**src/design/dcache_pkg.sv**
```systemverilog
package dcache_pkg;

    // cache geometry
    localparam int WORD_OFF_W = 2;
    localparam int LINE_OFF_W = 3;
    localparam int LINE_WORDS = 1 << LINE_OFF_W;
    localparam int SET_W      = 3;
    localparam int SETS       = 1 << SET_W;
    localparam int TAG_W      = 10;

    // address bits above the tag are not decoded
    localparam int UNUSED_W = 32 - TAG_W - SET_W - LINE_OFF_W - WORD_OFF_W;

    // any other store width is a no-op store
    typedef enum logic [2:0] {
        ST_BYTE = 3'd0,
        ST_HALF = 3'd1,
        ST_WORD = 3'd2
    } store_type_e;

    typedef struct packed {
        logic [UNUSED_W-1:0]   unused;
        logic [TAG_W-1:0]      tag;
        logic [SET_W-1:0]      set;
        logic [LINE_OFF_W-1:0] word_off;
        logic [WORD_OFF_W-1:0] byte_off;
    } addr_fields_t;

    typedef struct packed {
        logic         read;
        logic         write;
        store_type_e  store_type;
        addr_fields_t addr;
        logic [31:0]  wdata;
    } cpu_req_t;

    // word 0 sits in the top 32 bits
    typedef logic [0:LINE_WORDS-1][31:0] mem_line_t;

    // line number in memory
    typedef struct packed {
        logic [TAG_W-1:0] tag;
        logic [SET_W-1:0] set;
    } line_addr_t;

endpackage
```
**src/design/dcache_tag_store.sv**
```systemverilog
`timescale 1ns/100ps

module dcache_tag_store #(
    parameter int WAY_CNT = 4,
    localparam int WAY_W = (WAY_CNT > 1) ? $clog2(WAY_CNT) : 1
) (
    input  logic                         clk,
    input  logic                         rst,
    input  logic [dcache_pkg::SET_W-1:0] lookup_set,
    input  logic [dcache_pkg::TAG_W-1:0] lookup_tag,
    input  logic [WAY_W-1:0]             victim_way,
    output logic                         hit,
    output logic [WAY_W-1:0]             hit_way,
    output logic                         victim_valid,
    output logic                         victim_dirty,
    output logic [dcache_pkg::TAG_W-1:0] victim_tag,
    input  logic                         do_store,
    input  logic                         do_refill,
    input  logic [dcache_pkg::SET_W-1:0] refill_set,
    input  logic [WAY_W-1:0]             refill_way,
    input  logic [dcache_pkg::TAG_W-1:0] refill_tag
);
    import dcache_pkg::*;

    logic [TAG_W-1:0] tag_q   [SETS][WAY_CNT];
    logic             valid_q [SETS][WAY_CNT];
    logic             dirty_q [SETS][WAY_CNT];

    // the highest matching way of the set wins
    always_comb
    begin
        hit     = 1'b0;
        hit_way = '0;
        for (int w = 0; w < WAY_CNT; w++)
        begin
            if (valid_q[lookup_set][w] && (tag_q[lookup_set][w] == lookup_tag))
            begin
                hit     = 1'b1;
                hit_way = WAY_W'(w);
            end
        end
    end

    assign victim_valid = valid_q[lookup_set][victim_way];
    assign victim_dirty = dirty_q[lookup_set][victim_way];
    assign victim_tag   = tag_q[lookup_set][victim_way];

    always_ff @(posedge clk)
    begin
        if (rst)
        begin
            for (int s = 0; s < SETS; s++)
            begin
                for (int w = 0; w < WAY_CNT; w++)
                begin
                    valid_q[s][w] <= 1'b0;
                    dirty_q[s][w] <= 1'b0;
                end
            end
        end
        else
        begin
            if (do_store)
                dirty_q[lookup_set][hit_way] <= 1'b1;
            // fresh line from memory is clean
            if (do_refill)
            begin
                valid_q[refill_set][refill_way] <= 1'b1;
                dirty_q[refill_set][refill_way] <= 1'b0;
            end
        end
    end

    always_ff @(posedge clk)
    begin
        if (do_refill)
            tag_q[refill_set][refill_way] <= refill_tag;
    end

endmodule

```
**config.mk**
```make
export PLATFORM = sky130hd
export DESIGN_NAME = dcache_tag_store
export DESIGN_NICKNAME = d
export VERILOG_FILES = /design/src/design/dcache_pkg.sv /design/src/design/dcache_tag_store.sv
export SDC_FILE = /design/constraint.sdc
export NUM_CORES = 1
export LEC_CHECK = 0
export BUFFER_PORTS_ARGS = -buffer_cell sky130_fd_sc_hd__buf_2
export CAP_MARGIN = 15
export CORE_MARGIN = 5
export CORE_UTILIZATION = 62
export CTS_CLUSTER_DIAMETER = 150
export DETAILED_ROUTE_END_ITERATION = 16
export PLACE_DENSITY = 0.83
export SLEW_MARGIN = 25
export SYNTH_ARGS = -nofsm -noshare
export SYNTH_HDL_FRONTEND = slang
export SYNTH_SLANG_ARGS = --single-unit
```
**constraint.sdc**
```tcl
create_clock -name clk -period 3.4 [get_ports clk]
set_input_delay 0.17 -clock clk [delete_from_list [all_inputs] [get_ports clk]]
set_output_delay 0.17 -clock clk [all_outputs]
set_load 0.02 [all_outputs]
```
==> flow_summary.toml <==
[synthesis]
synthesis.area_um2 = 16100
synthFlopType = "edfxtp_1"
synth_nets = 1150
synthArstFlopShare_pct = 0
synth_top_cells_by_area = "edfxtp_1, dfxtp_1, mux4_2"
ys_ff_latch = 384
ys_warn_count = 0
netlist.area_leader.share_pct = 59.5
netlist_instances = 1116
synth_edf_count = 320
synth_cell_type_count = 63
ys_seq_area_share_pct = 67.4
avgSynthCellArea_um2 = 14.5
synth_top_cell_by_area = "edfxtp_1"

[cts]
clockBufferDepth = 3
postCtsSetupRepairBufs = 0
cts_tree = "done"
cts_root_buf = "clkbuf_16"
htree_levels = 2
path_clk_slew_ns = 0.07
clkLatencyLatePin_ns = 0.52
cts.sinks = 384
cts_buffers = 39

[run]
drv_cap = 0

[worst_setup_path]
endpoint_kind = "output port"
cp_data_required_time_ns = 3.23
crit_path_cell_trace = "mux4_2, mux2i_4, xnor2_2, or4b_1, or4_4, a21bo_2, buf_6"
path_buf_inv = 1
critPathMaxStageDelay_ns = 0.60
crit_fanout = 5
reg2reg_from = "tag_q[0][22]"
rr_worst_depth = 9
r2r_slack_ns = 0.45
start_kind = "flop"
critPathKind = "reg2out"
worst_path_max_delay_cell = "or4_4"
rr_endpoint = "dirty_q[7][3]"
cp_top_family = "simple AND/OR/NAND/NOR gates"
crit_arrival_ns = 3.24

[route]
drt_iter0_drc = 1603
dr.pass1.iters = 6
route.final.wire_length_um = 43900
avgRoutedWirePerCell_um = 27.6
vias = 10800
drc = 0
ant_nets = 0
via_per_inst = 6.78

[sta]
fin_crit_sh_pct = 100
rsz0062_at_grt = "true"
maxSlewViolCount = 0
worstMarginPinSlew_ns = 0.850
period_minus_slack_ns = 3.41
fin_ws_ns = -0.00893
max_freq_mhz = 293
slew_headroom_pct = 43.3
fin_tns_setup_ns = -0.0117
finalSetupViolations = 2
finalHoldViolCount = 0
clock_skew_ns = 0.0155

[place]
dp_slack_ns = -0.0505
io_buffers = 48
hpwl_um = 28100
gp_congestion = 1.03

[power_and_ir_drop]
ir_drop_mv = 0.408
power.density_nw_per_um2 = 538
power_leakage_uw = 0.00628

[floorplanning]
start_util_pct = 62.5
fp-row-count = 59
die_area_um2 = 29400
core_area_um2 = 25800
io_pins = 49
dieHeight_um = 171
die_w_um = 171

[run_status]
outcome = "finished with violations"
violations = "setup timing"

[min_path]
holdPathStages = 3
min_to = "dirty_q[2][0]"
hold_class = "in2reg"
holdCritStartpoint = "refill_set[2]"

[grt]
antenna_found_initial = 0
first_global_vias = 10600
grt_overflow = 0
grt_max_degree = 71
grt_pass1_wl_um = 65300
grt_util_all_layers_pct = 30.2

[cells_and_area]
nFillCells = 1633
area_delta_synth_final_pct = 14.7
nNetsFinal = 1262
drive_gt1_share_pct = 23.1
[through the flow]
step | hold WS (ns) | cell area [um2] | util [%] | cells | power [uW]
after floorplan | 0.269 | 16100 | - | 1116 | 5710
after global placement | 0.443 | 17200 | 66.7 | 1520 | 6030
after detailed placement | 0.456 | 17200 | 66.7 | 1520 | 6040
after CTS | 0.0479 | 18500 | 71.5 | 1592 | 9980
after global routing | 0.0820 | 18500 | 71.7 | 1592 | 10300
final | 0.0604 | 18500 | 71.7 | 1593 | 9970
[state kept, by name, summed over array words and instances, names as in the netlist]
register  cells
valid_q      32
tag_q       320
dirty_q      32
[metal layers]
metal	vias to the layer above	wire, um	global-route usage, %
li1	4509	-	-
met5	-	0	0
met4	0	2180	15.1
met1	5311	16200	42.1
met3	148	5230	6.46
met2	831	20300	46.0
[how the worst max path moves through the flow]
stage,cells after the start,end,start
after CTS,8,hit,tag_q[7][10]
final,7,hit_way[0],tag_q[0][16]
after global routing,9,hit,tag_q[1][13]
after floorplan,9,hit,lookup_set[1]
after detailed placement,9,dirty_q[4][1],lookup_set[1]
after global placement,10,dirty_q[4][1],lookup_set[1]
[cell families after synthesis]
family	after synthesis	share of synthesized area [%]
flops	384	67.4
buf+inv	73	2.04
compound gates	201	8.31
simple gates	295	8.73
mux	123	11.3
xor+xnor	40	2.17
[cells in the mapped netlist (4+ instances only)]
library cell,instances
mux2_2,32
buf_2,11
mux2i_1,45
edfxtp_1,320
a21oi_2,5
o211ai_1,13
o21ai_0,60
nor3_1,9
a21oi_1,30
buf_6,4
a31oi_1,4
nand3_1,7
clkbuf_1,41
a22oi_1,20
xnor2_1,19
or3_1,5
nand2b_1,20
a221oi_1,31
nand4b_1,5
dfxtp_1,64
nand3b_1,8
nor2b_1,25
o22ai_1,13
mux4_2,43
buf_1,8
inv_1,4
nand2_1,58
nor2_1,135
xor2_1,21
a221o_1,5
[cell type report]
class                   count  area [um2]  area share, %
diodes                      1        2.50         0.0135
clock buffers              50        1060           5.72
clock inverters            20         130          0.702
inverters                   6        22.5          0.122
multi-input cells         659        4980           26.9
flip-flops and latches    384       10900           58.8
well taps                 335         419           2.26
repair buffers            138        1020           5.49
[worst min-delay path: cells and delay by family]
| family | cells | cell delay, ns |
|---|---|---|
| buffers and inverters | 1 | 0.15 |
| AO/OA/AOI/OAI | 1 | 0.14 |
| AND/OR/NAND/NOR | 1 | 0.08 |
[what timing repair did]
| item | 4_1_cts | 5_1_grt |
|---|---|---|
| hold buffers | 2 | 0 |
| endpoints found under the setup margin | 3 | 2 |
| pin swaps | 0 | 2 |
| resized for setup | 3 | 13 |
| hold endpoints to repair | 2 | 0 |
[layout by cell type (no fill, tap or decap), types with 4 or more instances in the layout]
| master | n |
|---|---|
| edfxtp_1 | 320 |
| nor2_1 | 135 |
| buf_4 | 83 |
| dfxtp_1 | 64 |
| o21ai_0 | 60 |
| nand2_1 | 54 |
| buf_2 | 44 |
| mux4_2 | 43 |
| mux2i_1 | 43 |
| clkbuf_16 | 41 |
| mux2_2 | 32 |
| a221oi_1 | 31 |
| a21oi_1 | 30 |
| nor2b_1 | 25 |
| xor2_1 | 21 |
| nand2b_1 | 20 |
| a22oi_1 | 20 |
| xnor2_1 | 17 |
| o22ai_1 | 13 |
| o211ai_1 | 13 |
| clkinv_1 | 9 |
| nor3_1 | 9 |
| clkbuf_1 | 9 |
| nand3b_1 | 8 |
| nand3_1 | 7 |
| clkinv_2 | 6 |
| buf_12 | 6 |
| a221o_1 | 5 |
| nand4b_1 | 5 |
| or3_1 | 5 |
| a21oi_2 | 5 |
| inv_1 | 4 |
| a31oi_1 | 4 |
[report_power, final]
part | switching (uW) | leakage, uW | internal [uW] | total, uW
Clock | 1710 | 0.000575 | 2280 | 3990
Sequential | 16.2 | 0.00340 | 5150 | 5160
Combinational | 529 | 0.00231 | 289 | 819
Note: power is estimated with default switching activity, not from simulation.
