File: src/design/dcache_pkg.sv
package dcache_pkg;

    // cache geometry
    localparam int WORD_OFF_W = 2;
    localparam int LINE_OFF_W = 3;
    localparam int LINE_WORDS = 1 << LINE_OFF_W;
    localparam int SET_W      = 3;
    localparam int SETS       = 1 << SET_W;
    localparam int TAG_W      = 10;

    // address bits above the tag are not decoded
    localparam int UNUSED_W = 32 - TAG_W - SET_W - LINE_OFF_W - WORD_OFF_W;

    // any other store width is a no-op store
    typedef enum logic [2:0] {
        ST_BYTE = 3'd0,
        ST_HALF = 3'd1,
        ST_WORD = 3'd2
    } store_type_e;

    typedef struct packed {
        logic [UNUSED_W-1:0]   unused;
        logic [TAG_W-1:0]      tag;
        logic [SET_W-1:0]      set;
        logic [LINE_OFF_W-1:0] word_off;
        logic [WORD_OFF_W-1:0] byte_off;
    } addr_fields_t;

    typedef struct packed {
        logic         read;
        logic         write;
        store_type_e  store_type;
        addr_fields_t addr;
        logic [31:0]  wdata;
    } cpu_req_t;

    // word 0 sits in the top 32 bits
    typedef logic [0:LINE_WORDS-1][31:0] mem_line_t;

    // line number in memory
    typedef struct packed {
        logic [TAG_W-1:0] tag;
        logic [SET_W-1:0] set;
    } line_addr_t;

endpackage
File: src/design/dcache_ctrl.sv
`timescale 1ns/100ps

module dcache_ctrl #(
    parameter int WAY_CNT = 4,
    localparam int WAY_W = (WAY_CNT > 1) ? $clog2(WAY_CNT) : 1
) (
    input  logic                         clk,
    input  logic                         rst,
    input  dcache_pkg::cpu_req_t         cpu_req,
    output logic                         request_finish,
    output logic [31:0]                  read_data,
    output logic [dcache_pkg::SET_W-1:0] lookup_set,
    output logic [dcache_pkg::TAG_W-1:0] lookup_tag,
    input  logic                         hit,
    input  logic [WAY_W-1:0]             hit_way,
    input  logic                         victim_valid,
    input  logic                         victim_dirty,
    input  logic [dcache_pkg::TAG_W-1:0] victim_tag,
    input  logic [WAY_W-1:0]             victim_way,
    input  logic [31:0]                  hit_word,
    input  dcache_pkg::mem_line_t        victim_line,
    output logic                         do_store,
    output logic                         do_refill,
    output logic [dcache_pkg::SET_W-1:0] refill_set,
    output logic [WAY_W-1:0]             refill_way,
    output logic [dcache_pkg::TAG_W-1:0] refill_tag,
    output dcache_pkg::mem_line_t        refill_line,
    output logic                         touch,
    output logic                         mem_read_request,
    output logic                         mem_write_request,
    output logic [31:0]                  mem_addr,
    output dcache_pkg::mem_line_t        mem_write_data,
    input  logic                         mem_request_finish,
    input  dcache_pkg::mem_line_t        mem_read_data
);
    import dcache_pkg::*;

    typedef enum logic [1:0] {
        READY,
        WRITE_BACK,
        REFILL
    } state_e;

    state_e           state_q;
    logic             guard_q;
    line_addr_t       req_line_q;
    line_addr_t       vic_line_q;
    logic [WAY_W-1:0] victim_way_q;
    logic             accept;

    // line number to line-aligned byte address
    function automatic logic [31:0] line_to_addr(line_addr_t line);
        return 32'({line, {(LINE_OFF_W + WORD_OFF_W){1'b0}}});
    endfunction

    assign lookup_set = cpu_req.addr.set;
    assign lookup_tag = cpu_req.addr.tag;

    // guard masks the cycle right after a finish while the CPU still holds the request
    assign accept   = (state_q == READY) && (cpu_req.read || cpu_req.write) && !guard_q;
    assign touch    = accept && hit;
    // read wins when both strobes are up
    assign do_store = touch && cpu_req.write && !cpu_req.read;

    assign do_refill   = (state_q == REFILL) && mem_request_finish;
    assign refill_set  = req_line_q.set;
    assign refill_tag  = req_line_q.tag;
    // the refill goes to the way chosen when the miss was taken
    assign refill_way  = victim_way_q;
    assign refill_line = mem_read_data;

    assign mem_read_request  = (state_q == REFILL);
    assign mem_write_request = (state_q == WRITE_BACK);

    always_comb
    begin
        if (state_q == REFILL)
            mem_addr = line_to_addr(req_line_q);
        else if (state_q == WRITE_BACK)
            mem_addr = line_to_addr(vic_line_q);
        else
            mem_addr = '0;
    end

    always_ff @(posedge clk)
    begin
        if (rst)
        begin
            state_q        <= READY;
            guard_q        <= 1'b0;
            request_finish <= 1'b0;
            read_data      <= '0;
        end
        else
        begin
            request_finish <= 1'b0;
            read_data      <= '0;
            guard_q        <= 1'b0;
            case (state_q)
                READY:
                begin
                    if (accept && hit)
                    begin
                        request_finish <= 1'b1;
                        guard_q        <= 1'b1;
                        if (cpu_req.read)
                            read_data <= hit_word;
                    end
                    else if (accept)
                    begin
                        // only a dirty valid victim needs writing back
                        state_q <= (victim_valid && victim_dirty) ? WRITE_BACK : REFILL;
                    end
                end
                WRITE_BACK:
                begin
                    if (mem_request_finish)
                        state_q <= REFILL;
                end
                REFILL:
                begin
                    // the held request then hits on the fresh line
                    if (mem_request_finish)
                        state_q <= READY;
                end
                default:
                    state_q <= READY;
            endcase
        end
    end

    // miss context is captured once when the miss is taken
    always_ff @(posedge clk)
    begin
        if (accept && !hit)
        begin
            req_line_q     <= '{tag: cpu_req.addr.tag, set: cpu_req.addr.set};
            vic_line_q     <= '{tag: victim_tag, set: cpu_req.addr.set};
            victim_way_q   <= victim_way;
            mem_write_data <= victim_line;
        end
    end

endmodule

File: config.mk
export PLATFORM = sky130hd
export DESIGN_NAME = dcache_ctrl
export DESIGN_NICKNAME = d
export VERILOG_FILES = /design/src/design/dcache_pkg.sv /design/src/design/dcache_ctrl.sv
export SDC_FILE = /design/constraint.sdc
export NUM_CORES = 1
export LEC_CHECK = 0
export ABC_AREA = 1
export ABC_CLOCK_PERIOD_IN_PS = 34500
export BUFFER_PORTS_ARGS = -buffer_cell sky130_fd_sc_hd__buf_2
export CORE_AREA = 2 2 487 489
export CTS_BUF_LIST = sky130_fd_sc_hd__clkbuf_8
export CTS_CLUSTER_DIAMETER = 50
export DETAILED_ROUTE_END_ITERATION = 6
export DIE_AREA = 0 0 489 491
export GPL_TIMING_DRIVEN = 0
export PLACE_DENSITY = 0.3
export REMOVE_ABC_BUFFERS = 1
export SYNTH_ARGS = -nofsm -noshare
export SYNTH_HDL_FRONTEND = slang
export SYNTH_SLANG_ARGS = --single-unit
File: constraint.sdc
create_clock -name clk -period 34.5 [get_ports clk]
set_input_delay 1.725 -clock clk [delete_from_list [all_inputs] [get_ports clk]]
set_output_delay 1.725 -clock clk [all_outputs]
set_load 0.05 [all_outputs]
==> results.toml, run 1 <==
[routing]
drt_iter0_markers = 886
num_vias = 9614
drt_pass1_iterations = 7
drc = 1
routed_wl_mm = 189
vias_per_cell = 2.16
ant_nets = 0
post_drt_wl_per_cell_um = 42.5

[layout]
postLayoutCellArea_um2 = 18900
drive_gt1_share_pct = 63.1
syn_to_final_growth_pct = 58.5
final_cells = 4441
finalNetCount = 1822

[cts]
cts_hold_buf = 0
cts_buffer_depth = 3
clkLatencyLatePin_ns = 0.77
cts_tree = "done"
root_buffer = "clkbuf_8"
h-tree-depth = 3
cts_setup_buffers = 0
clkSinkCount = 316
cts_buffers = 74
cts_resized = 0
path_clk_slew_ns = 0.05

[synth]
yosysWarningCount = 0
synth_edf_count = 281
avgSynthCellArea_um2 = 16.4
ys_top_cells_by_area = "edfxtp_1 (71%), buf_4 (18%), dfxtp_1 (5.9%)"
synth_ff_type = "edfxtp_1"
synth_xor_area_share_pct = 0
post-synth-top-area-fraction_pct = 70.8
synth_top_family_by_area = "buffers and inverters"
muxShareOfSynthArea_pct = 0
netlist_area_um2 = 11900
yosysMostFrequentCell = "buf_4"
synth_compound_area_share_pct = 0.966
async_reset_ff_share_pct = 0
synth_top_cell_by_area = "edfxtp_1"
ys_top_cells_by_count = "buf_4 (291), edfxtp_1 (281), inv_1 (43), dfxtp_1 (35), nor2_1 (28)"
synthAdderAreaFrac_pct = 0
syn_inst = 726
synth_cell_types = 21
ys_ff_latch = 316
synthSimpleGateAreaFrac_pct = 2.23
ys_seq_area_share_pct = 76.7

[place]
portBuffers = 655
dp_hpwl_mm = 171
gp_congestion = 0.874
post-place-cells = 4263
place_area_um2 = 17200
dp_worst_setup_slack_ns = 30.02

[floorplan]
start_util_pct = 5.08
io_pins = 1243
core-area_um2 = 235000
fp-row-count = 178
die_area_um2 = 240000
dieWidth_um = 489
fp.dieH_um = 491

[sta]
setup_violations = 0
slew_violations = 0
fin_crit_sh_pct = 12.9
finalHoldViolations = 0
rsz0062_at_grt = "false"
slew_headroom_pct = 36.2
finalSetupTns_ns = 0
period_needed_ns = 4.46
layout_setup_ws_ns = 30.04
max_freq_mhz = 224
tightest_slew_ns = 0.954
skew_ns = 0.0592

[status]
violations = "DRC"
status = "finished, violations left"

[hold_path]
min_path_type = "flop to flop"

[critical_path]
cp_max_fo = 3
criticalPathCategory = "input pin to output port"
cp_data_required_time_ns = 32.78
cp-end-kind = "output port"
worstPathArrival_ns = 2.74
cp-start-kind = "input pin"

[pwr]
power.leakage_nw = 6.97
powerDensity_nw_per_um2 = 62.0
ir_drop_v = 0.0000233

[global_routing]
grt_max_degree = 34
grt_pass1_vias = 8308
antenna_found_initial = 185
grt_util_all_layers_pct = 15.2
overflow = 0
grt_pass1_wl_mm = 206

[flow_run]
max-cap-violations = 0
-- placed cells by master (no fill, tap or decap), types with 2 or more instances in the layout --
cell type and count:
buf_12 9, nor2_4 3, clkbuf_8 75, a22o_1 10, conb_1 19, diode_2 44, dfxtp_1 35, clkinv_8 2
nor2_2 10, inv_8 3, bufinv_16 9, clkinv_2 11, clkinv_1 14, clkinvlp_4 4, a21oi_1 2, inv_1 57
nor2_1 27, edfxtp_1 281, nand2_1 9, buf_2 655, nand3_1 2
-- layout make-up --
class,count,area (um2)
antenna,44,110
clock buffer,75,1030
clock inverter,59,552
fill,27200,216000
inverter,44,165
multi-input combinational,88,459
sequential,316,9140
tap,3150,3940
timing repair buffer,665,3490
-- sequential cells by signal, summed over array words and instances, names as in the netlist --
name            count
mem_write_data    256
read_data          32
vic_line_q         13
refill_tag         10
refill_way          2
state_q             2
guard_q             1
-- kinds of logic (layout without fill, tap and decap cells) --
family | Yosys count | in the layout
flip-flops | 316 | 316
AO/OA/AOI/OAI | 15 | 15
other | 1 | 63
AND/OR/NAND/NOR | 54 | 54
buffers and inverters | 340 | 843
-- final timing paths --
check	end	slack (ns)	depth (start not counted)	start
setup / recovery	do_store	30.04	7	cpu_req[68]
hold / removal	state_q[1]	0.56	3	state_q[1]
setup reg to reg	mem_write_data[250]	31.93	7	state_q[1]
hold reg to reg	state_q[1]	0.56	3	state_q[1]
-- metal layers --
| layer | wire, um | track usage (%) | vias to the layer above |
|---|---|---|---|
| met5 | 4480 | 10.4 | - |
| met4 | 4850 | 2.71 | 234 |
| met3 | 63300 | 24.8 | 438 |
| met2 | 68700 | 19.7 | 1709 |
| met1 | 47300 | 10.6 | 4049 |
| li1 | - | - | 3184 |
-- worst max-delay path, stage by stage --
cell,delay [ns]
buf_2,0.13
o21ai_1,0.09
or2_4,0.26
nor2_4,0.12
nand2_1,0.06
nor2_1,0.07
buf_2,0.26
-- through the flow --
stage               power [mW]  util, %  hold slack [ns]
floorplan                0.611        -            0.523
CTS                       1.21     8.01            0.571
global placement         0.724     7.24            0.555
finish                    1.17     8.05            0.563
global route              1.23     8.03            0.607
detailed placement       0.703     7.33            0.564
-- power by group --
part           switching [mW]  internal, mW  total [mW]  leakage [nW]
Combinational           0.182        0.0404       0.223          3.19
Sequential            0.00785         0.454       0.462          2.93
Clock                   0.212         0.275       0.487         0.851
Total                   0.402         0.769        1.17          6.97
No activity file was read; power rests on OpenSTA's default activity.
==> inputs of run 2 (changes only) <==
--- a/config.mk
+++ b/config.mk
@@ -6,7 +6,7 @@
 export NUM_CORES = 1
 export LEC_CHECK = 0
 export ABC_AREA = 1
-export ABC_CLOCK_PERIOD_IN_PS = 34500
+export ABC_CLOCK_PERIOD_IN_PS = 4700
 export BUFFER_PORTS_ARGS = -buffer_cell sky130_fd_sc_hd__buf_2
 export CORE_AREA = 2 2 487 489
 export CTS_BUF_LIST = sky130_fd_sc_hd__clkbuf_8
==> constraint.sdc (replaced) <==
create_clock -name clk -period 4.7 [get_ports clk]
set_input_delay 0.235 -clock clk [delete_from_list [all_inputs] [get_ports clk]]
set_output_delay 0.235 -clock clk [all_outputs]
set_load 0.05 [all_outputs]
==> run 2 against run 1 <==
Effect of this change:
- the flow now finishes without violations
- utilization rose by 1.5 points
- via count rose by 12%
- clock-buffer cell count is the same
- largest cell class unchanged
- total power rose to 7.6 times the previous value
- final area is 18% higher
- register-to-register slack worse by 30 ns
- sequential power increased to 7.3 times the previous value
- largest power group unchanged
- highest routed layer unchanged
==> results.toml, run 2 (synthesized netlist as in run 1, its figures left out) <==
[sta]
finalHoldViolations = 0
hold_ws_ns = 0.121
finalSetupTns_ns = 0
fin_crit_sh_pct = 56.0
slew_headroom_pct = 33.7
setup_violations = 0
tightest_slew_ns = 0.991
rsz0062_at_grt = "false"
skew_ns = 0.0638
max_freq_mhz = 380
period_needed_ns = 2.63
slew_violations = 0

[hold_path]
hold_start = "cpu_req[68]"
min_path_type = "input pin to flop"
worst_hold_path.endpoint = "read_data[26]"
hold_depth = 3

[floorplan]
fp-row-count = 178
start_util_pct = 5.08
die_area_um2 = 240000
fp.dieH_um = 491
dieWidth_um = 489
io_pins = 1243
core-area_um2 = 235000

[place]
dp_hpwl_mm = 171
gp_congestion = 0.874
portBuffers = 655

[critical_path]
r2r-end = "mem_write_data[250]"
crit_buf_inv = 3
path_cells = "inv_2 > nand2_1 > inv_1 > a22o_1 > buf_2"
cp_max_fo = 12
worstPathArrival_ns = 2.40
criticalPathCategory = "flop to output port"
cp-end-kind = "output port"
r2r_start = "state_q[1]"
cp_slowest_cell = "inv_1"
path_delay_family = "buffers and inverters"
cpPeakStageDelay_ns = 0.56
r2r_cells = 7
reg2reg_setup_slack_ns = 2.09
cp-start-kind = "flop"
cp_data_required_time_ns = 4.47

[flow_run]
max-cap-violations = 0

[layout]
largest_reg_flops = 256
n_fill_cell = 27000
syn_to_final_growth_pct = 87.1
finalNetCount = 2147
final_common_cell = "buf_2"
multi_input_area_um2 = 459
top_regs = "mem_write_data x256, read_data x32, vic_line_q x13"
mostFrequentLayoutCells = "buf_2 (655), dlygate4sd3_1 (325), edfxtp_1 (281)"
regMostFlops = "mem_write_data"
drive_gt1_share_pct = 50.1
ff_latch_area_um2 = 9140

[cts]
cts_setup_buffers = 0
cts_buffer_depth = 3
path_clk_slew_ns = 0.05
clkLatencyLatePin_ns = 0.77
cts_tree = "done"
clkSinkCount = 316
h-tree-depth = 3
root_buffer = "clkbuf_8"
cts_buffers = 74

[pwr]
power.leakage_nw = 8.34
powerDensity_nw_per_um2 = 401
ir_drop_v = 0.000203

[routing]
drc = 0
post_drt_wl_per_cell_um = 39.4
ant_nets = 0
drt_pass1_iterations = 4
drt_iter0_markers = 914
vias_per_cell = 2.23
num_vias = 10800
routed_wl_mm = 190

[global_routing]
grt_util_all_layers_pct = 15.3
grt_pass1_wl_mm = 210
overflow = 0
grt_max_degree = 34
grt_pass1_vias = 9767
antenna_found_initial = 192

[status]
status = "finished clean"
run 2: worst min-delay path: cells and delay by family:
| kind | cells | cell delay [ns] |
|---|---|---|
| buffers and inverters | 1 | 0.13 |
| AND/OR/NAND/NOR | 2 | 0.41 |
run 2: worst max path at each step:
| stage | from | to | slack (ns) | depth (start not counted) |
|---|---|---|---|---|
| floorplan | guard_q | mem_write_data[0] | -8.75 | 4 |
| global placement | state_q[1] | mem_write_data[142] | -17.43 | 4 |
| detailed placement | state_q[1] | refill_tag[6] | 2.02 | 7 |
| CTS | state_q[1] | mem_addr[15] | 1.69 | 5 |
| global route | state_q[0] | mem_addr[15] | 1.71 | 5 |
| finish | state_q[1] | mem_addr[15] | 2.07 | 5 |
run 2: per-stage QoR:
| stage | worst slack (ns) | total power [mW] | cells | utilization [%] | area (um2) |
|---|---|---|---|---|---|
| 6_report | 2.07 | 8.93 | 4825 | 9.50 | 22300 |
| 5_1_grt | 1.71 | 9.33 | 4785 | 9.46 | 22200 |
| 4_1_cts | 1.69 | 9.23 | 4722 | 9.39 | 22000 |
| 3_5_place_dp | 2.02 | 5.16 | 4263 | 7.33 | 17200 |
| 3_3_place_gp | -17.43 | 5.32 | 4253 | 7.24 | 17000 |
| 2_1_floorplan | -8.75 | 4.49 | 448 | - | 9760 |
run 2: final cells by class:
| class | count | share of cell area, % |
|---|---|---|
| Antenna cell | 103 | 1.16 |
| Inverter | 44 | 0.741 |
| Tap cell | 3150 | 17.7 |
| Multi-Input combinational cell | 88 | 2.06 |
| Clock inverter | 59 | 2.48 |
| Sequential cell | 316 | 41.0 |
| Timing Repair Buffer | 990 | 30.2 |
| Clock buffer | 75 | 4.63 |
run 2: report_power, final:
part	switching [mW]	total (mW)	internal, mW
registers	0.0590	3.39	3.33
logic	1.48	1.95	0.476
clock network	1.56	3.58	2.02
total	3.10	8.93	5.83
run 2: routing by layer:
| metal | share of wire [%] | track usage, % | vias to the layer above | routed length (um) |
|---|---|---|---|---|
| met3 | 29 | 21.3 | 355 | 54600 |
| met4 | 2.4 | 2.83 | 166 | 4610 |
| met1 | 30 | 12.8 | 4635 | 56800 |
| met5 | 2.2 | 10.4 | - | 4190 |
| met2 | 37 | 20.0 | 1700 | 70000 |
| li1 | - | - | 3924 | - |
run 2: timing repair:
action,CTS,global route
hold endpoints to repair,339,0
hold buffers,325,0
resized for setup,0,0
