`src/design/dcache_pkg.sv`:
```
package dcache_pkg;

    // cache geometry
    localparam int WORD_OFF_W = 2;
    localparam int LINE_OFF_W = 3;
    localparam int LINE_WORDS = 1 << LINE_OFF_W;
    localparam int SET_W      = 3;
    localparam int SETS       = 1 << SET_W;
    localparam int TAG_W      = 10;

    // address bits above the tag are not decoded
    localparam int UNUSED_W = 32 - TAG_W - SET_W - LINE_OFF_W - WORD_OFF_W;

    // any other store width is a no-op store
    typedef enum logic [2:0] {
        ST_BYTE = 3'd0,
        ST_HALF = 3'd1,
        ST_WORD = 3'd2
    } store_type_e;

    typedef struct packed {
        logic [UNUSED_W-1:0]   unused;
        logic [TAG_W-1:0]      tag;
        logic [SET_W-1:0]      set;
        logic [LINE_OFF_W-1:0] word_off;
        logic [WORD_OFF_W-1:0] byte_off;
    } addr_fields_t;

    typedef struct packed {
        logic         read;
        logic         write;
        store_type_e  store_type;
        addr_fields_t addr;
        logic [31:0]  wdata;
    } cpu_req_t;

    // word 0 sits in the top 32 bits
    typedef logic [0:LINE_WORDS-1][31:0] mem_line_t;

    // line number in memory
    typedef struct packed {
        logic [TAG_W-1:0] tag;
        logic [SET_W-1:0] set;
    } line_addr_t;

endpackage
```
`src/design/dcache_lru.sv`:
```
`timescale 1ns/100ps

module dcache_lru #(
    parameter int WAY_CNT = 4,
    localparam int WAY_W = (WAY_CNT > 1) ? $clog2(WAY_CNT) : 1
) (
    input  logic                         clk,
    input  logic                         rst,
    input  logic [dcache_pkg::SET_W-1:0] lookup_set,
    input  logic [WAY_W-1:0]             hit_way,
    input  logic                         touch,
    output logic [WAY_W-1:0]             victim_way
);
    import dcache_pkg::*;

    // wide enough that the age order of all ways survives saturation
    localparam int AGE_W = $clog2(WAY_CNT + 1) + 1;
    localparam logic [AGE_W-1:0] MAX_AGE = '1;

    logic [AGE_W-1:0] age_q [SETS][WAY_CNT];
    logic [AGE_W-1:0] oldest_age;

    // strict compare keeps the lowest way among equal ages
    always_comb
    begin
        oldest_age = age_q[lookup_set][0];
        victim_way = '0;
        for (int w = 1; w < WAY_CNT; w++)
        begin
            if (age_q[lookup_set][w] > oldest_age)
            begin
                oldest_age = age_q[lookup_set][w];
                victim_way = WAY_W'(w);
            end
        end
    end

    always_ff @(posedge clk)
    begin
        if (rst)
        begin
            for (int s = 0; s < SETS; s++)
            begin
                for (int w = 0; w < WAY_CNT; w++)
                    age_q[s][w] <= MAX_AGE;
            end
        end
        else if (touch)
        begin
            for (int w = 0; w < WAY_CNT; w++)
            begin
                if (WAY_W'(w) == hit_way)
                    age_q[lookup_set][w] <= '0;
                else if (age_q[lookup_set][w] < MAX_AGE)
                    age_q[lookup_set][w] <= age_q[lookup_set][w] + 1'b1;
            end
        end
    end

endmodule

```
`config.mk`:
```
export PLATFORM = sky130hd
export DESIGN_NAME = dcache_lru
export DESIGN_NICKNAME = d
export VERILOG_FILES = /design/src/design/dcache_pkg.sv /design/src/design/dcache_lru.sv
export SDC_FILE = /design/constraint.sdc
export NUM_CORES = 1
export LEC_CHECK = 0
export ABC_AREA = 1
export BUFFER_PORTS_ARGS = -buffer_cell sky130_fd_sc_hd__buf_2
export CORE_MARGIN = 2
export CORE_UTILIZATION = 50
export CTS_CLUSTER_SIZE = 14
export DETAILED_ROUTE_END_ITERATION = 12
export HOLD_SLACK_MARGIN = 0.02
export PLACE_DENSITY_LB_ADDON = 0.3
export SETUP_SLACK_MARGIN = 0.4
export SYNTH_ARGS = -nofsm -noshare
export SYNTH_HDL_FRONTEND = slang
export SYNTH_SLANG_ARGS = --single-unit
export TNS_END_PERCENT = 20
```
`constraint.sdc`:
```
create_clock -name clk -period 5.75 [get_ports clk]
set_input_delay 1.15 -clock clk [delete_from_list [all_inputs] [get_ports clk]]
set_output_delay 1.15 -clock clk [all_outputs]
set_load 0.02 [all_outputs]
```
==> results of run 1 <==
-- repair_timing --
action                     CTS  global route
gates resized for setup     30             6
hold endpoints to repair     0             0
cloned                       1             0
buffers inserted             2             0
setup endpoints to repair    2             2
pin swaps                   12             0
-- worst max-delay path, delay by kind of cell --
kind | cells | cell delay [ns]
simple gates | 12 | 0.92
compound gates | 9 | 1.07
fa+ha+maj | 3 | 0.89
buf+inv | 8 | 0.71
-- layer usage --
| metal | vias to the layer above | GRT usage |
|---|---|---|
| met5 | - | 0 |
| met4 | 0 | 0.0972 |
| met3 | 34 | 0.0511 |
| met2 | 222 | 0.395 |
| met1 | 2682 | 0.332 |
| li1 | 2891 | - |
-- power breakdown --
part           switching [uW]  internal [uW]  leakage (uW)
Combinational             342            202       0.00231
Clock                     376            661      0.000270
Sequential               8.53           1060       0.00106
Total                     727           1920       0.00364
-- cell type report --
cell class / instances / area (um^2)
inverters: 116 / 460
clock buffers: 18 / 429
multi-input cells: 602 / 2850
well taps: 184 / 230
repair buffers: 60 / 567
flip-flops and latches: 128 / 3840
fillers: 1261 / 5870
clock inverters: 12 / 125
-- worst paths after layout --
| kind | start | end | slack [ns] | cells after the start |
|---|---|---|---|---|
| max | lookup_set[0] | victim_way[0] | -0.15 | 32 |
| min | age_q[2][12] | age_q[2][12] | 1.15 | 8 |
| max reg2reg | age_q[6][9] | age_q[7][8] | 3.21 | 13 |
| min reg2reg | age_q[2][12] | age_q[2][12] | 1.15 | 8 |
-- metrics by stage --
step / hold WS [ns] / instances / setup slack (ns) / util / area, um^2
2_1_floorplan: 0.896 / 874 / 0.0169 / - / 7320
3_3_place_gp: 1.14 / 1087 / -0.224 / 0.542 / 7790
3_5_place_dp: 1.13 / 1087 / -0.360 / 0.542 / 7790
4_1_cts: 1.15 / 1120 / -0.0602 / 0.591 / 8490
5_1_grt: 1.26 / 1120 / -0.423 / 0.592 / 8500
6_report: 1.15 / 1120 / -0.148 / 0.592 / 8500
-- Yosys cell counts (2+ instances only) --
cell type	count	area share
inv_2	2	0.0010
clkbuf_1	3	0.0016
buf_6	6	0.0093
nand2_4	2	0.0031
nor2_2	8	0.0069
nand2_2	7	0.0060
inv_1	112	0.058
nand3_1	60	0.041
o21ai_0	33	0.023
nor2_8	3	0.0083
a21oi_1	8	0.0055
o21bai_1	2	0.0021
edfxtp_1	128	0.53
o21ai_2	3	0.0036
nand2_1	382	0.20
ha_1	16	0.028
nand3_2	3	0.0041
buf_2	8	0.0055
nor2_4	7	0.011
o21ai_1	9	0.0062
nor2_1	54	0.028
nand4_1	2	0.0017
buf_4	9	0.0093
-- kinds of logic after synthesis --
family,count (synthesis),synth area share
and+or+nand+nor,528,0.308
adders and majority gates,16,0.0276
AOI/OAI and AO/OA,58,0.0448
DFF,128,0.529
buffers and inverters,144,0.0909
==> results.json, run 1 <==
{
  "status": "finished, violations left",
  "violations": "negative setup slack",
  "largest_register_ffs": 128,
  "start_kind": "input pin",
  "cts_sinks": 128,
  "cp.arrival_ns": 4.75,
  "mostFrequentLayoutCell": "nand2_1",
  "wl_met1_um": 7300,
  "cpMaxStageDelayCell": "ha_1",
  "vias": 5829,
  "cts_made_buffers": 17,
  "ys_seq_area_frac": 0.529,
  "tns_ns": -0.272,
  "die_w_um": 125,
  "worstPathRequired_ns": 4.60,
  "nNetsFinal": 949,
  "dieArea_um2": 15500,
  "cts_tree": "yes",
  "synth.distinct_cells": 30,
  "port_buffers": 9,
  "grt_max_degree": 34,
  "core_um2": 14400,
  "wl_um": 17900,
  "grtUsageTotal": 0.247,
  "wl_met2_um": 8750,
  "cts_root_buf": "clkbuf_16",
  "syn_inst": 874,
  "synth_area_per_cell_um2": 8.31,
  "antennaDiodeCount": 0,
  "final_cell_mix": "375 x nand2_1, 128 x edfxtp_1, 108 x inv_1, 56 x nand3_1, 53 x nor2_1",
  "route.met3.wl_um": 1490,
  "cts-htree-levels": 4,
  "fmax_ghz": 0.170,
  "grt-ovfl-total": 0,
  "highest_layer": "met4",
  "drt_iter0_drc": 580,
  "setup_ws_ns": -0.148,
  "ys.flop_type": "edfxtp_1",
  "hpwl_um": 12700,
  "die_h_um": 125,
  "finalCritPeriodShare": 1.03,
  "ys_ff_latch": 128,
  "slew_headroom": 0.472,
  "firstDrtPassIters": 6,
  "ant_nets": 0,
  "crit_fanout": 9,
  "async_flop_share": 0,
  "hold_violations": 0,
  "regMostFlops": "age_q",
  "power_uw": 2650,
  "grt_pass1_wl_um": 29300,
  "vias_per_cell": 5.20,
  "ir_worst_vdd_uv": 194,
  "synthesis.area_um2": 7260,
  "clk_latency_ns": 0.43,
  "drv_cap": 0,
  "synth_fp_nets": 898,
  "placementRows": 44,
  "p_leak_uw": 0.00364,
  "reg_top3": "age_q x128",
  "syn_to_final_growth_pct": 17.1,
  "slew_viol_final": 0,
  "drc": 0,
  "finalClockSkew_ns": 0.00640,
  "tightest_slew_ns": 0.787,
  "hold_buffers": 0,
  "antenna_found_initial": 0,
  "rsz0062_at_grt": "yes",
  "start_util": 0.506,
  "drive_gt1_frac": 0.152,
  "min_period_ns": 5.90,
  "synth_edf_count": 128,
  "clk_path_buf_depth": 2,
  "ios": 10,
  "gp_congestion": 0.966,
  "wl_per_cell_um": 16.0,
  "grt_pass1_vias": 5654,
  "critPathKind": "in2out",
  "hold_path.class": "reg2reg",
  "worst_setup_path_end_kind": "output port",
  "critPathMaxStageDelay_ns": 0.32,
  "powerDensity_nw_per_um2": 312,
  "path_clk_slew_ns": 0.06,
  "path_common_cell": "nand2_1",
  "ys_warn_count": 0,
  "setup-violations-final": 2
}
(Power assumes the default switching activity.)
==> run 2: changes to the inputs <==
- REMOVE_ABC_BUFFERS: unset -> 1
==> results.json, run 2 (synthesis results as in run 1) <==
{
  "post-route-util": 0.623,
  "die_h_um": 125,
  "slew_viol_final": 0,
  "seq_area_um2": 3840,
  "setup-violations-final": 66,
  "path_clk_slew_ns": 0.06,
  "start_kind": "input pin",
  "multi_input_area_um2": 3050,
  "cts_root_buf": "clkbuf_16",
  "drt_iter0_drc": 540,
  "worstPathRequired_ns": 5.92,
  "final_cell_mix": "370 x nand2_1, 128 x edfxtp_1, 105 x inv_1, 85 x buf_4, 59 x nand3_1",
  "vias": 6176,
  "cts_tree": "yes",
  "syn_to_final_growth_pct": 23.2,
  "critPathMaxStageDelay_ns": 0.23,
  "drv_cap": 0,
  "clk_latency_ns": 0.43,
  "drc": 0,
  "grt_pass1_vias": 6097,
  "cts-htree-levels": 4,
  "vias_per_cell": 5.29,
  "drive_gt1_frac": 0.219,
  "cp.arrival_ns": 6.23,
  "violations": "negative setup slack",
  "cts_made_buffers": 17,
  "firstDrtPassIters": 5,
  "ios": 10,
  "ant_nets": 0,
  "slew_headroom": 0.360,
  "hold_violations": 0,
  "hold_path.class": "reg2reg",
  "die_w_um": 125,
  "min_period_ns": 6.06,
  "post-place-ws_ns": -0.525,
  "regMostFlops": "age_q",
  "antennaDiodeCount": 0,
  "placementRows": 44,
  "grt-ovfl-total": 0,
  "finalClockSkew_ns": 0.00632,
  "core_um2": 14400,
  "fillers": 1215,
  "worst_setup_path_end_kind": "flop",
  "p_leak_uw": 0.00384,
  "largest_register_ffs": 128,
  "grt_pass1_wl_um": 30000,
  "ir_worst_vdd_uv": 202,
  "rsz0062_at_grt": "yes",
  "powerDensity_nw_per_um2": 297,
  "tightest_slew_ns": 0.954,
  "start_util": 0.506,
  "setup_ws_ns": -0.307,
  "nNetsFinal": 994,
  "fmax_ghz": 0.165,
  "antenna_found_initial": 0,
  "cpMaxStageDelayCell": "ha_1",
  "critPathKind": "in2reg",
  "hpwl_um": 12300,
  "dieArea_um2": 15500,
  "wl_per_cell_um": 16.7,
  "reg_top3": "age_q x128",
  "gp_congestion": 0.901,
  "grtUsageTotal": 0.253,
  "port_buffers": 9,
  "cts_sinks": 128,
  "status": "finished, violations left",
  "path_common_cell": "buf_4",
  "mostFrequentLayoutCell": "nand2_1",
  "clk_path_buf_depth": 2,
  "crit_fanout": 8,
  "grt_max_degree": 34,
  "finalCritPeriodShare": 1.05,
  "wl_um": 19500
}
## run 2: cell count changes in the layout (fill, tap and decap cells not counted), sizes merged
cell,change
clkinvlp,+1
bufinv,-3
nand2,+1
clkbuf,+5
clkinv,-1
buf,+44
## run 2: timing repair
action                                 CTS  global route
hold buffers                             0             0
pin swaps                               28            24
resized for setup                       52            40
setup endpoints to repair                2            66
endpoints found under the hold margin    0             0
gates cloned                             1             1
setup buffers                           39             5
## run 2: area by class of cell
type,count,area share
repair buffers,104,0.0995
well taps,184,0.0257
multi-input cells,603,0.341
flip-flops and latches,128,0.429
clock inverters,9,0.00489
inverters,116,0.0495
clock buffers,23,0.0500
## run 2: routing by layer
layer	vias to the layer above	GRT usage	wire (um)
met1	2873	0.301	7730
li1	2975	-	-
met4	0	0.184	1170
met3	75	0.0528	1220
met2	253	0.408	9420
met5	-	0	0
## run 2: through the flow
stage | hold slack, ns | total power [uW] | setup TNS (ns) | area [um^2] | instances
floorplan | 0.896 | 1370 | -0.295 | 7040 | 846
global placement | 1.11 | 1540 | -0.655 | 7730 | 1089
detailed placement | 1.12 | 1560 | -0.931 | 7730 | 1089
CTS | 1.13 | 2590 | -0.215 | 8720 | 1161
global route | 1.22 | 2780 | -22.48 | 8950 | 1167
finish | 1.13 | 2660 | -13.73 | 8950 | 1167
## run 2: path summary, 6_finish.rpt
kind | start | endpoint | slack, ns | depth (start not counted)
setup / recovery | lookup_set[1] | age_q[3][15] | -0.31 | 42
hold / removal | age_q[7][12] | age_q[1][12] | 1.13 | 8
hold reg to reg | age_q[7][12] | age_q[1][12] | 1.13 | 8
setup reg to reg | age_q[6][13] | age_q[3][15] | 0.34 | 39
## run 2: critical path: cells and delay by family
kind | cells | cell delay [ns]
adder cells (fa/ha/maj) | 1 | 0.23
buffers and inverters | 32 | 4.03
AND/OR/NAND/NOR | 9 | 0.82
## run 2: report_power, final
| group | internal (uW) | leakage [uW] | switching [uW] | total [uW] |
|---|---|---|---|---|
| Sequential | 1060 | 0.00106 | 8.88 | 1070 |
| Clock | 540 | 0.000241 | 379 | 919 |
| Combinational | 283 | 0.00254 | 391 | 674 |
==> run 3: changes to the inputs <==
- SKIP_LAST_GASP: unset -> 1
==> results.json, run 3 (synthesis results as in run 1) <==
{
  "status": "finished, violations left",
  "violations": "negative setup slack",
  "tightest_slew_ns": 0.937,
  "slew_viol_final": 0,
  "grt_pass1_vias": 6087,
  "reg_top3": "age_q x128",
  "hold_start": "age_q[0][12]",
  "worstPathRequired_ns": 5.90,
  "drv_cap": 0,
  "cp.arrival_ns": 6.19,
  "vias": 6230,
  "antenna_found_initial": 0,
  "slew_headroom": 0.371,
  "min_period_ns": 6.04,
  "fmax_ghz": 0.166,
  "r2r_start": "age_q[6][13]",
  "tns_ns": -12.91,
  "hold_path.class": "reg2reg",
  "worst_setup_path_end_kind": "flop",
  "finalClockSkew_ns": 0.00704,
  "grt_max_degree": 34,
  "hold_slack_ns": 1.15,
  "wl_um": 19300,
  "syn_to_final_growth_pct": 22.5,
  "core_um2": 14400,
  "vias_per_cell": 5.34,
  "p_leak_uw": 0.00382,
  "start_kind": "input pin",
  "place_area_um2": 7730,
  "ant_nets": 0,
  "dieArea_um2": 15500,
  "die_h_um": 125,
  "cts-htree-levels": 4,
  "hpwl_um": 12300,
  "firstDrtPassIters": 5,
  "cpMaxStageDelayCell": "o21ai_1",
  "holdPathEnd": "age_q[1][12]",
  "dp.cells": 1089,
  "ir_worst_vdd_uv": 202,
  "antennaDiodeCount": 0,
  "critical_path.top_delay_family": "buffers and inverters",
  "clk_latency_ns": 0.43,
  "reg2reg_depth": 34,
  "grtUsageTotal": 0.253,
  "cts_made_buffers": 17,
  "cts_root_buf": "clkbuf_16",
  "hold_violations": 0,
  "mostFrequentLayoutCell": "nand2_1",
  "rr_endpoint": "age_q[5][14]",
  "rsz0062_at_grt": "yes",
  "start_util": 0.506,
  "critPathMaxStageDelay_ns": 0.62,
  "drt_iter0_drc": 499,
  "ios": 10,
  "critPathKind": "in2reg",
  "path_common_cell": "buf_4",
  "critPathLaunch": "lookup_set[1]",
  "setup-violations-final": 66,
  "regMostFlops": "age_q",
  "path_clk_slew_ns": 0.06,
  "wl_per_cell_um": 16.5,
  "cts_sinks": 128,
  "cts_tree": "yes",
  "hold_depth": 8,
  "r2r_slack_ns": 0.36,
  "drive_gt1_frac": 0.217,
  "port_buffers": 9,
  "final_area_um2": 8900,
  "nNetsFinal": 993,
  "grt_pass1_wl_um": 30000,
  "crit_fanout": 8,
  "placementRows": 44,
  "drc": 0,
  "grt-ovfl-total": 0,
  "powerDensity_nw_per_um2": 299,
  "path_buf_inv": 30,
  "instances_no_fill": 1166,
  "gp_congestion": 0.901,
  "finalCritPeriodShare": 1.05,
  "final_cell_mix": "370 x nand2_1, 128 x edfxtp_1, 105 x inv_1, 85 x buf_4, 59 x nand3_1",
  "die_w_um": 125,
  "largest_register_ffs": 128,
  "clk_path_buf_depth": 2,
  "setup_ws_ns": -0.289
}
[run 3: how the worst max path moves through the flow]
stage                          endpoint  slack, ns  depth (start not counted)
after global placement    victim_way[0]      -0.39                         31
after global routing      victim_way[0]      -0.48                         33
after CTS                 victim_way[0]      -0.11                         33
after detailed placement  victim_way[0]      -0.53                         31
after floorplan           victim_way[0]      -0.18                         30
final                      age_q[5][14]      -0.29                         37
[run 3: worst reg2reg max path, delay by kind of cell (launching register included)]
family          cells  cell delay (ns)
buf+inv            27             3.38
compound gates      1             0.62
simple gates        5             0.50
flops               1             0.42
fa+ha+maj           1             0.21
[run 3: metrics by stage]
step | setup WS, ns | utilization | power [uW]
2_1_floorplan | -0.183 | - | 1370
3_3_place_gp | -0.386 | 0.538 | 1540
3_5_place_dp | -0.525 | 0.538 | 1560
4_1_cts | -0.110 | 0.604 | 2590
5_1_grt | -0.484 | 0.619 | 2770
6_report | -0.289 | 0.619 | 2660
[run 3: timing repair]
item | 4_1_cts | 5_1_grt
resized for setup | 45 | 40
hold buffers | 0 | 0
pin swaps | 25 | 26
setup endpoints to repair | 2 | 66
buffers inserted | 39 | 4
cloned | 1 | 1
endpoints found under the hold margin | 0 | 0
[run 3: metal layers]
metal	part of all wire	vias up	track usage	routed length (um)
met2	0.48	293	0.407	9270
met3	0.064	81	0.0533	1240
met1	0.39	2880	0.298	7560
li1	-	2976	-	-
met5	0	-	0	0
met4	0.063	0	0.188	1220
[run 3: cell type report]
class                           count  area (um^2)
Tap cell                          184          230
Timing Repair Buffer              103          871
Clock inverter                      9         43.8
Inverter                          116          443
Clock buffer                       23          448
Sequential cell                   128         3840
Multi-Input combinational cell    603         3020
Fill cell                        1215         5470
[run 3: power by group]
part           switching (uW)  total [uW]  leakage (uW)  internal [uW]
clock network             379         919      0.000241            540
logic                     388         668       0.00252            281
registers                8.67        1070       0.00106           1060
total                     776        2660       0.00382           1880
